<file path="src/iwd_defines.svh">
// ******************************************************************
// Lane count, per-lane read depth and field widths of the AXI read
// ID downsizer, included wherever the sizes are needed
// ******************************************************************
`ifndef IWD_DEFINES_SVH
`define IWD_DEFINES_SVH

// Number of lanes and of master IDs in use
`define IWD_NUM_IDS      4
// Reads in flight per lane
`define IWD_MAX_TRANS    4

`define IWD_SLV_ID_WIDTH 6
`define IWD_MST_ID_WIDTH 2
`define IWD_ADDR_WIDTH   32
`define IWD_DATA_WIDTH   32
`define IWD_LEN_WIDTH    8

`endif

</file>
<file path="src/iwd_pkg.sv">
// ******************************************************************
// Shared vector types of the AXI read ID downsizer, used by the
// RTL modules and the testbench
// ******************************************************************
`include "iwd_defines.svh"

package iwd_pkg;

  // Channel fields
  typedef logic [`IWD_SLV_ID_WIDTH-1:0] slv_id_t;
  typedef logic [`IWD_MST_ID_WIDTH-1:0] mst_id_t;
  typedef logic [`IWD_ADDR_WIDTH-1:0]   addr_t;
  typedef logic [`IWD_DATA_WIDTH-1:0]   data_t;
  typedef logic [`IWD_LEN_WIDTH-1:0]    len_t;

  // Lane bookkeeping
  typedef logic [$clog2(`IWD_NUM_IDS)-1:0]     lane_t;
  typedef logic [`IWD_NUM_IDS-1:0]             lane_vec_t;
  // Must hold the value IWD_MAX_TRANS itself
  typedef logic [$clog2(`IWD_MAX_TRANS+1)-1:0] count_t;

endpackage

</file>
<file path="src/iwd_router.sv">
// ******************************************************************
// Combinational AR lane decode and R return routing; picks the lane
// from the slave ID and puts the lane's slave ID back on R beats
// ******************************************************************
`timescale 1ns/100ps
`include "iwd_defines.svh"

module iwd_router (
  input  logic                                       slv_ar_valid_i,
  input  iwd_pkg::slv_id_t                           slv_ar_id_i,
  input  iwd_pkg::lane_vec_t                         lane_ar_ready_i,
  input  logic                                       mst_r_valid_i,
  input  logic                                       mst_r_ready_i,
  input  logic                                       mst_r_last_i,
  input  iwd_pkg::mst_id_t                           mst_r_id_i,
  input  iwd_pkg::slv_id_t [`IWD_NUM_IDS-1:0]        lane_id_i,
  output iwd_pkg::lane_vec_t                         lane_ar_valid_o,
  output iwd_pkg::lane_t                             lane_sel_o,
  output logic                                       ar_fire_o,
  output logic                                       slv_ar_ready_o,
  output iwd_pkg::lane_vec_t                         lane_r_done_o,
  output iwd_pkg::slv_id_t                           slv_r_id_o
);
  import iwd_pkg::*;

  lane_t ar_lane;
  lane_t r_lane;
  logic  r_last_hs;

  // Lane of an AR is its slave ID modulo the lane count
  assign ar_lane = lane_t'(slv_ar_id_i % `IWD_NUM_IDS);

  always_comb begin
    lane_ar_valid_o          = '0;
    lane_ar_valid_o[ar_lane] = slv_ar_valid_i;
  end

  assign slv_ar_ready_o = lane_ar_ready_i[ar_lane];
  assign ar_fire_o      = slv_ar_valid_i & slv_ar_ready_o;
  assign lane_sel_o     = ar_lane;

  // Master ID is the lane index
  assign r_lane     = lane_t'(mst_r_id_i);
  assign slv_r_id_o = lane_id_i[r_lane];

  // Only the last beat of a burst frees a lane slot
  assign r_last_hs = mst_r_valid_i & mst_r_ready_i & mst_r_last_i;

  always_comb begin
    lane_r_done_o         = '0;
    lane_r_done_o[r_lane] = r_last_hs;
  end

endmodule

</file>
<file path="src/iwd_id_lane.sv">
// ******************************************************************
// One ID lane; keeps all reads in flight on a single slave ID and
// counts them so the ID can be restored on the returning R beats
// ******************************************************************
`timescale 1ns/100ps
`include "iwd_defines.svh"

module iwd_id_lane (
  input  logic             clk_i,
  input  logic             reset_i,
  input  logic             ar_valid_i,
  input  iwd_pkg::slv_id_t ar_id_i,
  input  logic             issue_ready_i,
  input  logic             r_done_i,
  output logic             ar_ready_o,
  output iwd_pkg::slv_id_t cur_id_o
);
  import iwd_pkg::*;

  count_t  count_q;
  count_t  count_d;
  slv_id_t cur_id_q;
  logic    lane_empty;
  logic    same_id_room;
  logic    admit;

  assign lane_empty   = (count_q == '0);
  assign same_id_room = (ar_id_i == cur_id_q) &&
                        (count_q < count_t'(`IWD_MAX_TRANS));

  // A different ID has to wait until the lane has drained
  assign ar_ready_o = issue_ready_i & (lane_empty | same_id_room);
  assign admit      = ar_valid_i & ar_ready_o;

  always_comb begin
    count_d = count_q;
    if (admit && !r_done_i) begin
      count_d = count_q + count_t'(1);
    end else if (!admit && r_done_i) begin
      count_d = count_q - count_t'(1);
    end
  end

  always_ff @(posedge clk_i) begin
    if (reset_i) begin
      count_q <= '0;
    end else begin
      count_q <= count_d;
    end
  end

  // ID of the reads now in flight
  always_ff @(posedge clk_i) begin
    if (admit) begin
      cur_id_q <= ar_id_i;
    end
  end

  assign cur_id_o = cur_id_q;

  // Router must not report a finished burst the lane never admitted
  a_no_done_when_empty : assert property (
    @(posedge clk_i) disable iff (reset_i)
    r_done_i |-> !lane_empty
  );

  a_count_bound : assert property (
    @(posedge clk_i) disable iff (reset_i)
    count_q <= count_t'(`IWD_MAX_TRANS)
  );

endmodule

</file>
<file path="src/iwd_ar_issue.sv">
// ******************************************************************
// One-entry register slice on the master AR channel; the lane index
// of each request goes out as the narrow master ID
// ******************************************************************
`timescale 1ns/100ps

module iwd_ar_issue (
  input  logic             clk_i,
  input  logic             reset_i,
  input  logic             push_i,
  input  iwd_pkg::lane_t   lane_i,
  input  iwd_pkg::addr_t   addr_i,
  input  iwd_pkg::len_t    len_i,
  input  logic             mst_ar_ready_i,
  output logic             ready_o,
  output logic             mst_ar_valid_o,
  output iwd_pkg::mst_id_t mst_ar_id_o,
  output iwd_pkg::addr_t   mst_ar_addr_o,
  output iwd_pkg::len_t    mst_ar_len_o
);
  import iwd_pkg::*;

  logic    valid_q;
  mst_id_t id_q;
  addr_t   addr_q;
  len_t    len_q;

  // Free now, or emptied by the master in this cycle
  assign ready_o = ~valid_q | mst_ar_ready_i;

  always_ff @(posedge clk_i) begin
    if (reset_i) begin
      valid_q <= 1'b0;
    end else if (push_i) begin
      valid_q <= 1'b1;
    end else if (valid_q && mst_ar_ready_i) begin
      valid_q <= 1'b0;
    end
  end

  always_ff @(posedge clk_i) begin
    if (push_i) begin
      id_q   <= mst_id_t'(lane_i);   // zero-extended lane index
      addr_q <= addr_i;
      len_q  <= len_i;
    end
  end

  assign mst_ar_valid_o = valid_q;
  assign mst_ar_id_o    = id_q;
  assign mst_ar_addr_o  = addr_q;
  assign mst_ar_len_o   = len_q;

  // Held request keeps its payload until the master takes it
  a_ar_stable : assert property (
    @(posedge clk_i) disable iff (reset_i)
    valid_q && !mst_ar_ready_i |=>
      valid_q && $stable(id_q) && $stable(addr_q) && $stable(len_q)
  );

  // Lanes only admit while this stage can take the request
  a_push_when_ready : assert property (
    @(posedge clk_i) disable iff (reset_i)
    push_i |-> ready_o
  );

endmodule

</file>
<file path="src/iwd_downsizer.sv">
// ******************************************************************
// Top of the AXI read ID downsizer; wide slave IDs are serialized
// per lane and leave the master port with the lane index as ID
// ******************************************************************
`timescale 1ns/100ps
`include "iwd_defines.svh"

module iwd_downsizer (
  input  logic             clk_i,
  input  logic             reset_i,
  // Slave AR
  input  logic             slv_ar_valid_i,
  output logic             slv_ar_ready_o,
  input  iwd_pkg::slv_id_t slv_ar_id_i,
  input  iwd_pkg::addr_t   slv_ar_addr_i,
  input  iwd_pkg::len_t    slv_ar_len_i,
  // Slave R
  output logic             slv_r_valid_o,
  input  logic             slv_r_ready_i,
  output iwd_pkg::slv_id_t slv_r_id_o,
  output iwd_pkg::data_t   slv_r_data_o,
  output logic             slv_r_last_o,
  // Master AR
  output logic             mst_ar_valid_o,
  input  logic             mst_ar_ready_i,
  output iwd_pkg::mst_id_t mst_ar_id_o,
  output iwd_pkg::addr_t   mst_ar_addr_o,
  output iwd_pkg::len_t    mst_ar_len_o,
  // Master R
  input  logic             mst_r_valid_i,
  output logic             mst_r_ready_o,
  input  iwd_pkg::mst_id_t mst_r_id_i,
  input  iwd_pkg::data_t   mst_r_data_i,
  input  logic             mst_r_last_i
);
  import iwd_pkg::*;

  lane_vec_t                    lane_ar_valid;
  lane_vec_t                    lane_ar_ready;
  lane_vec_t                    lane_r_done;
  slv_id_t [`IWD_NUM_IDS-1:0]   lane_cur_id;
  lane_t                        lane_sel;
  logic                         ar_fire;
  logic                         issue_ready;

  iwd_router u_router (
    .slv_ar_valid_i  (slv_ar_valid_i),
    .slv_ar_id_i     (slv_ar_id_i),
    .lane_ar_ready_i (lane_ar_ready),
    .mst_r_valid_i   (mst_r_valid_i),
    .mst_r_ready_i   (slv_r_ready_i),
    .mst_r_last_i    (mst_r_last_i),
    .mst_r_id_i      (mst_r_id_i),
    .lane_id_i       (lane_cur_id),
    .lane_ar_valid_o (lane_ar_valid),
    .lane_sel_o      (lane_sel),
    .ar_fire_o       (ar_fire),
    .slv_ar_ready_o  (slv_ar_ready_o),
    .lane_r_done_o   (lane_r_done),
    .slv_r_id_o      (slv_r_id_o)
  );

  for (genvar i = 0; i < `IWD_NUM_IDS; i++) begin : gen_lane
    iwd_id_lane u_lane (
      .clk_i         (clk_i),
      .reset_i       (reset_i),
      .ar_valid_i    (lane_ar_valid[i]),
      .ar_id_i       (slv_ar_id_i),
      .issue_ready_i (issue_ready),
      .r_done_i      (lane_r_done[i]),
      .ar_ready_o    (lane_ar_ready[i]),
      .cur_id_o      (lane_cur_id[i])
    );
  end

  iwd_ar_issue u_ar_issue (
    .clk_i          (clk_i),
    .reset_i        (reset_i),
    .push_i         (ar_fire),
    .lane_i         (lane_sel),
    .addr_i         (slv_ar_addr_i),
    .len_i          (slv_ar_len_i),
    .mst_ar_ready_i (mst_ar_ready_i),
    .ready_o        (issue_ready),
    .mst_ar_valid_o (mst_ar_valid_o),
    .mst_ar_id_o    (mst_ar_id_o),
    .mst_ar_addr_o  (mst_ar_addr_o),
    .mst_ar_len_o   (mst_ar_len_o)
  );

  // R payload and handshake pass straight through
  assign slv_r_valid_o = mst_r_valid_i;
  assign slv_r_data_o  = mst_r_data_i;
  assign slv_r_last_o  = mst_r_last_i;
  assign mst_r_ready_o = slv_r_ready_i;

endmodule

</file>
<file path="config.mk">
export PLATFORM = sky130hd
export DESIGN_NAME = iwd_downsizer
export DESIGN_NICKNAME = d
export VERILOG_FILES = /design/src/iwd_pkg.sv /design/src/iwd_router.sv /design/src/iwd_id_lane.sv /design/src/iwd_ar_issue.sv /design/src/iwd_downsizer.sv
export VERILOG_INCLUDE_DIRS = /design/src
export SDC_FILE = /design/constraint.sdc
export NUM_CORES = 1
export LEC_CHECK = 0
export BUFFER_PORTS_ARGS = -buffer_cell sky130_fd_sc_hd__buf_2
export CAP_MARGIN = 20
export CORE_MARGIN = 4
export CORE_UTILIZATION = 45
export DETAILED_ROUTE_END_ITERATION = 6
export MAX_ROUTING_LAYER = met4
export PLACE_DENSITY_LB_ADDON = 0.15
export REMOVE_ABC_BUFFERS = 1
export SLEW_MARGIN = 20
export SYNTH_ARGS = -nofsm -noshare
export SYNTH_HDL_FRONTEND = slang
export SYNTH_SLANG_ARGS = --single-unit
</file>
<file path="constraint.sdc">
create_clock -name clk_i -period 4.5 [get_ports clk_i]
set_input_delay 0.45 -clock clk_i [delete_from_list [all_inputs] [get_ports clk_i]]
set_output_delay 0.45 -clock clk_i [all_outputs]
set_load 0.005 [all_outputs]
</file>
==> impl_metrics.py, run 1 <==
metrics = {
    "cts": {
        "cts_tree": "yes",
        "htree_levels": 3,
        "ctsLongestPathBuffers": 2,
        "cts_hold_buffers": 0,
        "clk_latency_ns": 0.34,
        "clock_sinks": 79,
        "clock-root-buffer": "clkbuf_8",
        "path_clk_slew_ns": 0.08,
        "cts.repair.resized": 0,
        "post-cts-setup-buffer-count": 0,
        "numCtsBuffers": 9,
    },
    "worst_setup_path": {
        "crit_path_start_kind": "register",
        "path_max_fanout": 7,
        "r2r_end": "gen_lane[2].u_lane.count_q[2]",
        "ff2ff_path_depth": 11,
        "r2r-start": "gen_lane[2].u_lane.cur_id_o[3]",
        "worst-setup-path-type": "reg2reg",
        "arrival_ns": 3.62,
        "r2r_setup_slack_ns": 1.16,
        "crit_slowest_cell": "and2_1",
        "crit_family": "simple AND/OR/NAND/NOR gates",
        "crit_chain": "xor2_1 -> nor4_1 -> a21oi_1 -> nor4_1 -> and2_1 -> ha_1 -> inv_1 -> fa_1 -> xor2_1 -> or3_1 -> a21oi_1",
        "crit_buf_inv": 1,
        "end_kind": "register",
        "cp_slowest_stage_delay_ns": 0.48,
        "required_ns": 4.78,
    },
    "cells_and_area": {
        "area_growth_pct": 18.3,
        "n_antenna_cell": 0,
        "fin_nets": 403,
        "design_area_um2": 4070,
        "drive_above_1_share": 0.428,
        "fin_util": 0.556,
        "fillers": 611,
    },
    "yosys": {
        "synth.area.top_cells": "edfxtp_1 (58%), buf_4 (7.6%), dfxtp_1 (7.6%), xor2_1 (5.6%), mux4_2 (3.9%)",
        "syn-instance-count": 228,
        "synth-seq-cells": 79,
        "yosysUniqueCellTypes": 34,
        "synth_area_um2": 3440,
        "yosys.area.top_type": "edfxtp_1",
        "ys_seq_area_frac": 0.651,
        "async_reset_ff_frac": 0,
        "synthFlopType": "edfxtp_1",
        "synth_area_per_cell_um2": 15.1,
        "yosysMostFrequentCell": "edfxtp_1",
        "synthTopCellsByCount": "edfxtp_1 (66), buf_4 (35), xor2_1 (22)",
        "ys_warn_count": 0,
        "synth-edff-count": 66,
        "synth.top_cell.area_share": 0.576,
    },
    "placement": {
        "hpwl_mm": 6.08,
        "io_buffer_count": 107,
        "place_congestion": 0.733,
        "dpl_cell_area_um2": 3830,
    },
    "routing": {
        "drcViolationCount": 0,
        "drt_iter0_markers": 97,
        "wl_per_cell_um": 19.1,
        "viasPerCell": 4.94,
        "wl_mm": 7.89,
        "ant_nets": 0,
        "firstDrtPassIters": 4,
        "vias": 2036,
    },
    "sta": {
        "hold_viol": 0,
        "finalSetupViolations": 0,
        "clock.fmax_mhz": 299,
        "fin_crit_sh": 0.742,
        "finalSetupTns_ns": 0,
        "relSlewSlack": 0.607,
        "drv_slew": 0,
        "fin_skew_ns": 0.00657,
        "worstMarginPinSlew_ns": 0.585,
        "rsz0062_at_grt": "no",
        "fin_crit_ns": 3.34,
    },
    "pwr": {
        "peakVddDrop_uv": 209,
        "pwr_density_cell_nw_per_um2": 419,
        "power_mw": 1.71,
        "cellLeakagePower_nw": 1.64,
    },
    "grt": {
        "grt_first_pass_wirelength_mm": 11.5,
        "grt_max_degree": 43,
        "antenna_found_initial": 0,
        "grt_usage": 0.185,
        "grt_overflow": 0,
        "grt_pass1_vias": 2066,
    },
    "floorplanning": {
        "start_util": 0.470,
        "ioPinCount": 172,
        "die-area_um2": 9110,
        "die_w_um": 95.5,
        "die_h_um": 95.5,
        "core-area_um2": 7330,
        "fp-row-count": 31,
    },
    "run": {
        "max_cap_viol_count": 0,
    },
    "worst_hold_path": {
        "hp-class": "in2reg",
        "holdCritStartpoint": "slv_ar_addr_i[26]",
        "hold_path_end": "u_ar_issue.mst_ar_addr_o[26]",
        "whs_path_depth": 1,
    },
    "outcome": {
        "status": "finished, final reports clean",
    },
}
-- per-stage QoR --
step / setup slack [ns] / hold slack, ns / instances
after floorplan: 0.780 / 0.447 / 189
after global placement: 0.971 / 0.468 / 396
after detailed placement: 0.934 / 0.485 / 396
after CTS: 1.15 / 0.259 / 412
after global routing: 0.922 / 0.238 / 412
final: 1.16 / 0.275 / 412
-- worst register-to-register path, delay by kind of cell, from the launching register on --
family | cells | cell delay [ns]
buffers and inverters | 1 | 0.06
AO/OA/AOI/OAI | 2 | 0.25
adder cells (fa/ha/maj) | 2 | 0.64
AND/OR/NAND/NOR | 4 | 1.54
XOR/XNOR | 2 | 0.35
flip-flops | 1 | 0.42
-- state kept, by name, indices dropped and copies added (netlist names) --
signal and count:
u_ar_issue.mst_ar_len_o 8, u_ar_issue.mst_ar_addr_o 32, gen_lane.u_lane.count_q 12, u_ar_issue.mst_ar_id_o 2, gen_lane.u_lane.cur_id_o 24, u_ar_issue.mst_ar_valid_o 1
-- per-layer routing --
layer,track usage,part of all wire
met3,0.0947,0.12
met1,0.252,0.47
met2,0.239,0.40
met5,-,0
met4,0.0533,0.0051
-- layout by cell type (no fill, tap or decap), types with 2 or more instances in the layout --
master     count
nand2_1        2
mux4_2         6
fa_1           4
buf_2        107
clkbuf_8       9
mux2i_1        4
xnor2_1        7
inv_1          6
nand2b_1       3
edfxtp_1      66
a31oi_1        2
dfxtp_1       13
bufinv_16      3
nand3_1        2
nor4_1         7
o21ai_0        4
nor2_1        13
or3_1          5
xor2_1        22
inv_6          2
a21oi_1        5
and2_1         3
ha_1           4
-- cell families (layout without fill, tap and decap cells) --
| family | Yosys count | in the layout | synth area share |
|---|---|---|---|
| flip-flops | 79 | 79 | 0.651 |
| buffers and inverters | 45 | 130 | 0.0898 |
| AND/OR/NAND/NOR | 44 | 44 | 0.0738 |
| XOR/XNOR | 29 | 29 | 0.0738 |
| AO/OA/AOI/OAI | 13 | 13 | 0.0225 |
| multiplexers | 10 | 10 | 0.0509 |
| adder cells (fa/ha/maj) | 8 | 8 | 0.0378 |
-- power breakdown --
group	switching (mW)	leakage (nW)	internal, mW
Combinational	0.108	0.797	0.0917
Clock	0.260	0.118	0.370
Sequential	0.0216	0.721	0.857
Total	0.389	1.64	1.32
-- area by class of cell --
cell class              instances  area [µm²]  share of cell area
clock buffers                   9         124              0.0304
clock inverters                 7         119              0.0292
inverters                       6        22.5             0.00553
multi-input cells             104         898               0.221
flip-flops and latches         79        2240               0.551
well taps                      99         124              0.0304
repair buffers                108         543               0.133
-- how the worst max path moves through the flow --
stage                                        start                       endpoint  slack (ns)  cells after the start
floorplan                           slv_ar_id_i[2]    u_ar_issue.mst_ar_addr_o[0]        0.78                      6
global placement                    slv_ar_id_i[1]  gen_lane[2].u_lane.count_q[2]        0.97                     12
detailed placement                  slv_ar_id_i[1]  gen_lane[2].u_lane.count_q[2]        0.93                     12
CTS                 gen_lane[2].u_lane.cur_id_o[3]  gen_lane[2].u_lane.count_q[2]        1.15                     11
global route        gen_lane[2].u_lane.cur_id_o[3]  gen_lane[2].u_lane.count_q[2]        0.92                     11
finish              gen_lane[2].u_lane.cur_id_o[3]  gen_lane[2].u_lane.count_q[2]        1.16                     11
No activity file was read; power rests on OpenSTA's default activity.
==> run 2: changes to the inputs <==
- CORE_UTILIZATION: 45 -> 41
- clock period: 4.5 -> 2.85 ns (I/O delays scaled with it)
==> impl_metrics.py, run 2 (same netlist as run 1, synthesis figures left out) <==
metrics = {
    "placement": {
        "io_buffer_count": 107,
        "preCtsSetupSlack_ns": -0.0158,
        "place_congestion": 0.756,
        "hpwl_mm": 6.51,
        "dpl_cell_area_um2": 4020,
    },
    "cells_and_area": {
        "area_growth_pct": 24.4,
        "fin_nets": 426,
        "fillers": 718,
        "most-common-layout-cells": "buf_2 (107), edfxtp_1 (66), buf_4 (23)",
        "largest_reg_flops": 32,
        "design_area_um2": 4280,
        "drive_above_1_share": 0.494,
        "n_antenna_cell": 0,
        "final_common_cell": "buf_2",
    },
    "floorplanning": {
        "fp-row-count": 33,
        "start_util": 0.421,
        "die_w_um": 99.6,
        "core-area_um2": 8180,
        "die-area_um2": 9930,
        "die_h_um": 99.6,
        "ioPinCount": 172,
    },
    "sta": {
        "relSlewSlack": 0.616,
        "fin_crit_sh": 0.984,
        "fin_ws_ns": 0.0445,
        "rsz0062_at_grt": "yes",
        "fin_skew_ns": 0.0126,
        "clock.fmax_mhz": 356,
        "finalSetupViolations": 0,
        "hold_viol": 0,
        "drv_slew": 0,
        "fin_crit_ns": 2.81,
        "worstMarginPinSlew_ns": 0.571,
    },
    "routing": {
        "viasPerCell": 4.77,
        "drcViolationCount": 0,
        "wl_per_cell_um": 19.0,
        "vias": 2104,
        "drt_iter0_markers": 89,
        "wl_mm": 8.38,
        "ant_nets": 0,
        "firstDrtPassIters": 4,
    },
    "grt": {
        "grt_pass1_vias": 2199,
        "antenna_found_initial": 0,
        "grt_first_pass_wirelength_mm": 12.6,
        "grt_max_degree": 43,
        "grt_overflow": 0,
        "grt_usage": 0.180,
    },
    "worst_setup_path": {
        "worst-setup-path-type": "reg2reg",
        "arrival_ns": 3.08,
        "crit_family": "simple AND/OR/NAND/NOR gates",
        "crit_path_start_kind": "register",
        "crit_slowest_cell": "edfxtp_1",
        "required_ns": 3.12,
        "path_max_fanout": 2,
        "crit_buf_inv": 2,
        "cp_slowest_stage_delay_ns": 0.41,
        "crit_chain": "xor2_1 -> nor4_1 -> buf_4 -> a31oi_4 -> nor4b_4 -> and2_4 -> ha_4 -> inv_2 -> fa_2 -> xor2_2 -> or3_1 -> a21oi_1",
        "end_kind": "register",
    },
    "cts": {
        "clock_sinks": 79,
        "cts_hold_buffers": 0,
        "htree_levels": 3,
        "path_clk_slew_ns": 0.09,
        "clock-root-buffer": "clkbuf_8",
        "ctsLongestPathBuffers": 2,
        "numCtsBuffers": 9,
        "cts_tree": "yes",
        "clk_latency_ns": 0.35,
    },
    "worst_hold_path": {
        "hp-class": "in2reg",
    },
    "pwr": {
        "cellLeakagePower_nw": 1.74,
        "peakVddDrop_uv": 231,
        "pwr_density_cell_nw_per_um2": 587,
    },
    "outcome": {
        "status": "finished, final reports clean",
    },
    "run": {
        "max_cap_viol_count": 0,
    },
}
[run 2: cell count changes in the layout (fill, tap and decap cells not counted), moves of 3 or more]
cell,previous run,this run
buf_4,1,23
nor4_1,7,4
nor4_2,1,4
clkinv_4,0,3
bufinv_16,3,0
[run 2: path summary, 6_finish.rpt]
check	from	to	slack (ns)	cells past startpoint
worst max-delay path	gen_lane[3].u_lane.cur_id_o[2]	gen_lane[3].u_lane.count_q[2]	0.04	12
worst min-delay path	slv_ar_addr_i[20]	u_ar_issue.mst_ar_addr_o[20]	0.11	1
worst max register to register	gen_lane[3].u_lane.cur_id_o[2]	gen_lane[3].u_lane.count_q[2]	0.04	12
worst min register to register	gen_lane[0].u_lane.count_q[2]	gen_lane[0].u_lane.count_q[2]	0.49	2
[run 2: worst register-to-register path, delay by kind of cell, from the launching register on]
family | cells | cell delay, ns
and+or+nand+nor | 4 | 1.10
DFF | 1 | 0.41
adders and majority gates | 2 | 0.48
AOI/OAI and AO/OA | 2 | 0.22
buffers and inverters | 2 | 0.20
xor gates and xnor gates | 2 | 0.31
[run 2: layout make-up]
type | count | area, µm² | share of cell area
Multi-Input combinational cell | 104 | 972 | 0.227
Timing Repair Buffer | 131 | 728 | 0.170
Clock inverter | 5 | 42.5 | 0.00994
Tap cell | 105 | 131 | 0.0307
Sequential cell | 79 | 2240 | 0.524
Inverter | 6 | 22.5 | 0.00526
Clock buffer | 11 | 141 | 0.0330
[run 2: metal layers]
metal,GRT usage,up-vias,wire [µm]
met2,0.245,104,3520
li1,-,989,-
met3,0.109,6,1040
met1,0.225,1005,3730
met4,0.0494,0,80
met5,-,-,0
[run 2: repair_timing]
item                       4_1_cts  5_1_grt
hold endpoints to repair         0        0
setup buffers                    0        1
gates resized for setup          0       13
setup endpoints to repair        1        4
pin swaps                        1        4
[run 2: stage by stage]
step	total power [mW]	hold WS (ns)	utilization	setup TNS (ns)	std cells
4_1_cts	2.53	0.0878	0.514	0	440
2_1_floorplan	1.57	0.354	-	-33.49	189
3_3_place_gp	1.76	0.462	0.491	0	424
6_report	2.51	0.108	0.524	0	441
3_5_place_dp	1.77	0.464	0.491	-0.0158	424
5_1_grt	2.66	0.0764	0.524	-0.278	441
[run 2: where the power goes]
group | leakage [nW] | internal (mW) | total, mW | switching [mW]
logic | 0.934 | 0.183 | 0.370 | 0.187
registers | 0.721 | 1.35 | 1.39 | 0.0354
clock network | 0.0901 | 0.348 | 0.753 | 0.405
total | 1.74 | 1.88 | 2.51 | 0.628
==> run 3: changes to the inputs <==
- ABC_AREA: default -> 1
- CORE_ASPECT_RATIO: default -> 1.4
- CORE_UTILIZATION: 41 -> 45
- clock period: 2.85 -> 2.9 ns (I/O delays scaled with it)
==> impl_metrics.py, run 3 <==
metrics = {
    "cells_and_area": {
        "fin_util": 0.545,
        "largest_reg_flops": 32,
        "fillers": 703,
        "fin_nets": 509,
        "most-common-layout-cells": "buf_2 (107), nand2_1 (69), edfxtp_1 (66)",
        "final_common_cell": "buf_2",
        "multi_input_area_um2": 911,
        "seqCellArea_um2": 2240,
        "area_growth_pct": 17.5,
        "drive_above_1_share": 0.346,
        "final_cells": 519,
        "n_antenna_cell": 0,
    },
    "routing": {
        "drt_iter0_markers": 170,
        "wl_mm": 8.81,
        "wl_per_cell_um": 17.0,
        "drcViolationCount": 0,
        "firstDrtPassIters": 4,
        "viasPerCell": 4.95,
        "vias": 2569,
        "ant_nets": 0,
    },
    "cts": {
        "cts_tree": "yes",
        "ctsLongestPathBuffers": 2,
        "numCtsBuffers": 9,
        "cts_hold_buffers": 0,
        "post-cts-setup-buffer-count": 0,
        "clock_sinks": 79,
        "clock-root-buffer": "clkbuf_8",
        "cts.repair.resized": 0,
        "path_clk_slew_ns": 0.08,
        "clk_latency_ns": 0.35,
        "htree_levels": 3,
    },
    "worst_setup_path": {
        "r2r_end": "gen_lane[2].u_lane.count_q[2]",
        "startpoint": "gen_lane[2].u_lane.cur_id_o[3]",
        "crit_path_start_kind": "register",
        "r2r-start": "gen_lane[2].u_lane.cur_id_o[3]",
        "cp.depth": 13,
        "cp_slowest_stage_delay_ns": 0.41,
        "crit_slowest_cell": "edfxtp_1",
        "required_ns": 3.20,
        "ff2ff_path_depth": 13,
        "worst-setup-path-type": "reg2reg",
        "arrival_ns": 2.60,
        "crit_family": "simple AND/OR/NAND/NOR gates",
        "cp-endpoint": "gen_lane[2].u_lane.count_q[2]",
        "end_kind": "register",
        "crit_buf_inv": 1,
        "crit_chain": "xor2_1 -> nor2_1 -> nand3_1 -> nand2_1 -> nand2_2 -> nor2_1 -> ha_1 -> inv_1 -> fa_1 -> a21oi_1 -> o21ai_0 -> a21oi_1 -> o21a_1",
        "path_max_fanout": 3,
        "r2r_setup_slack_ns": 0.60,
    },
    "pwr": {
        "pwr-share-seq": 0.552,
        "power.share.clock": 0.314,
        "peakVddDrop_uv": 389,
        "switching_share": 0.245,
        "switching_power_mw": 0.603,
        "combinationalPowerShare": 0.134,
        "intPower_mw": 1.86,
        "cellLeakagePower_nw": 1.88,
        "power_mw": 2.46,
        "pwr_density_cell_nw_per_um2": 583,
    },
    "run": {
        "max_cap_viol_count": 0,
    },
    "floorplanning": {
        "die_h_um": 114,
        "die-area_um2": 9510,
        "ioPinCount": 172,
        "die_w_um": 83.6,
        "fp-row-count": 38,
        "start_util": 0.464,
        "core-area_um2": 7750,
    },
    "yosys": {
        "synth.top_cell.area_share": 0.551,
        "synth_area_per_cell_um2": 11.0,
        "synth_area_um2": 3600,
        "synth.area.top_cells": "edfxtp_1 (55%), buf_4 (7.3%), dfxtp_1 (7.2%), nand2_1 (7.2%), inv_1 (4.1%)",
        "yosysMostFrequentCell": "nand2_1",
        "syn-instance-count": 327,
        "synth-edff-count": 66,
        "async_reset_ff_frac": 0,
        "synth-seq-cells": 79,
        "yosys.area.top_type": "edfxtp_1",
        "ys_warn_count": 0,
        "yosysUniqueCellTypes": 27,
        "ys_seq_area_frac": 0.624,
        "synthTopCellsByCount": "nand2_1 (69), edfxtp_1 (66), inv_1 (39)",
        "synthFlopType": "edfxtp_1",
    },
    "sta": {
        "worstMarginPinSlew_ns": 0.551,
        "clock.fmax_mhz": 434,
        "fin_crit_sh": 0.794,
        "rsz0062_at_grt": "no",
        "fin_crit_ns": 2.30,
        "fin_skew_ns": 0.00479,
        "drv_slew": 0,
        "hold_viol": 0,
        "finalSetupViolations": 0,
        "relSlewSlack": 0.631,
        "finalSetupTns_ns": 0,
    },
    "placement": {
        "place_congestion": 0.930,
        "hpwl_mm": 6.96,
        "dp_cells": 503,
        "io_buffer_count": 107,
    },
    "outcome": {
        "status": "finished, final reports clean",
    },
    "grt": {
        "grt_max_degree": 42,
        "grt_overflow": 0,
        "antenna_found_initial": 0,
        "grt_pass1_vias": 2589,
        "grt_first_pass_wirelength_mm": 13.5,
        "grt_usage": 0.198,
    },
    "worst_hold_path": {
        "hp-class": "in2reg",
    },
}
run 3: worst min-delay path by stage:
stage	start	to	slack, ns	cells after the start
floorplan	reset_i	u_ar_issue.mst_ar_valid_o	0.35	1
global placement	slv_ar_len_i[2]	u_ar_issue.mst_ar_len_o[2]	0.47	1
detailed placement	slv_ar_addr_i[27]	u_ar_issue.mst_ar_addr_o[27]	0.47	1
CTS	slv_ar_addr_i[1]	u_ar_issue.mst_ar_addr_o[1]	0.09	1
global route	slv_ar_addr_i[4]	u_ar_issue.mst_ar_addr_o[4]	0.08	1
finish	slv_ar_addr_i[16]	u_ar_issue.mst_ar_addr_o[16]	0.11	1
run 3: layout make-up:
type,instances,area share
Clock buffer,9,0.0293
Clock inverter,7,0.0151
Inverter,44,0.0391
Multi-Input combinational cell,167,0.216
Sequential cell,79,0.531
Tap cell,100,0.0296
Timing Repair Buffer,113,0.140
run 3: stage by stage:
step / hold slack (ns) / area [µm²] / worst slack [ns]
CTS: 0.0928 / 4220 / 0.571
global route: 0.0779 / 4220 / 0.311
detailed placement: 0.468 / 4040 / 0.431
global placement: 0.466 / 4040 / 0.490
finish: 0.114 / 4220 / 0.598
floorplan: 0.352 / 3320 / 0.598
run 3: kinds of logic after synthesis:
family / count (synthesis) / synth area share
compound gates: 39 / 0.0685
xor+xnor: 7 / 0.0170
fa+ha+maj: 8 / 0.0362
buf+inv: 81 / 0.123
flops: 79 / 0.624
simple gates: 113 / 0.132
run 3: metal layers:
layer,wire length [µm],global-route usage,vias up
li1,-,-,1221
met3,1050,0.111,18
met1,3660,0.231,1173
met5,0,-,-
met2,3900,0.284,157
met4,191,0.0773,0
run 3: power by group through the flow:
stage	combinational, mW	clock, mW	sequential (mW)
5_1_grt	0.375	0.858	1.37
4_1_cts	0.337	0.801	1.36
3_3_place_gp	0.332	0	1.38
3_5_place_dp	0.335	0	1.38
2_1_floorplan	0.153	0	1.39
6_report	0.331	0.772	1.36
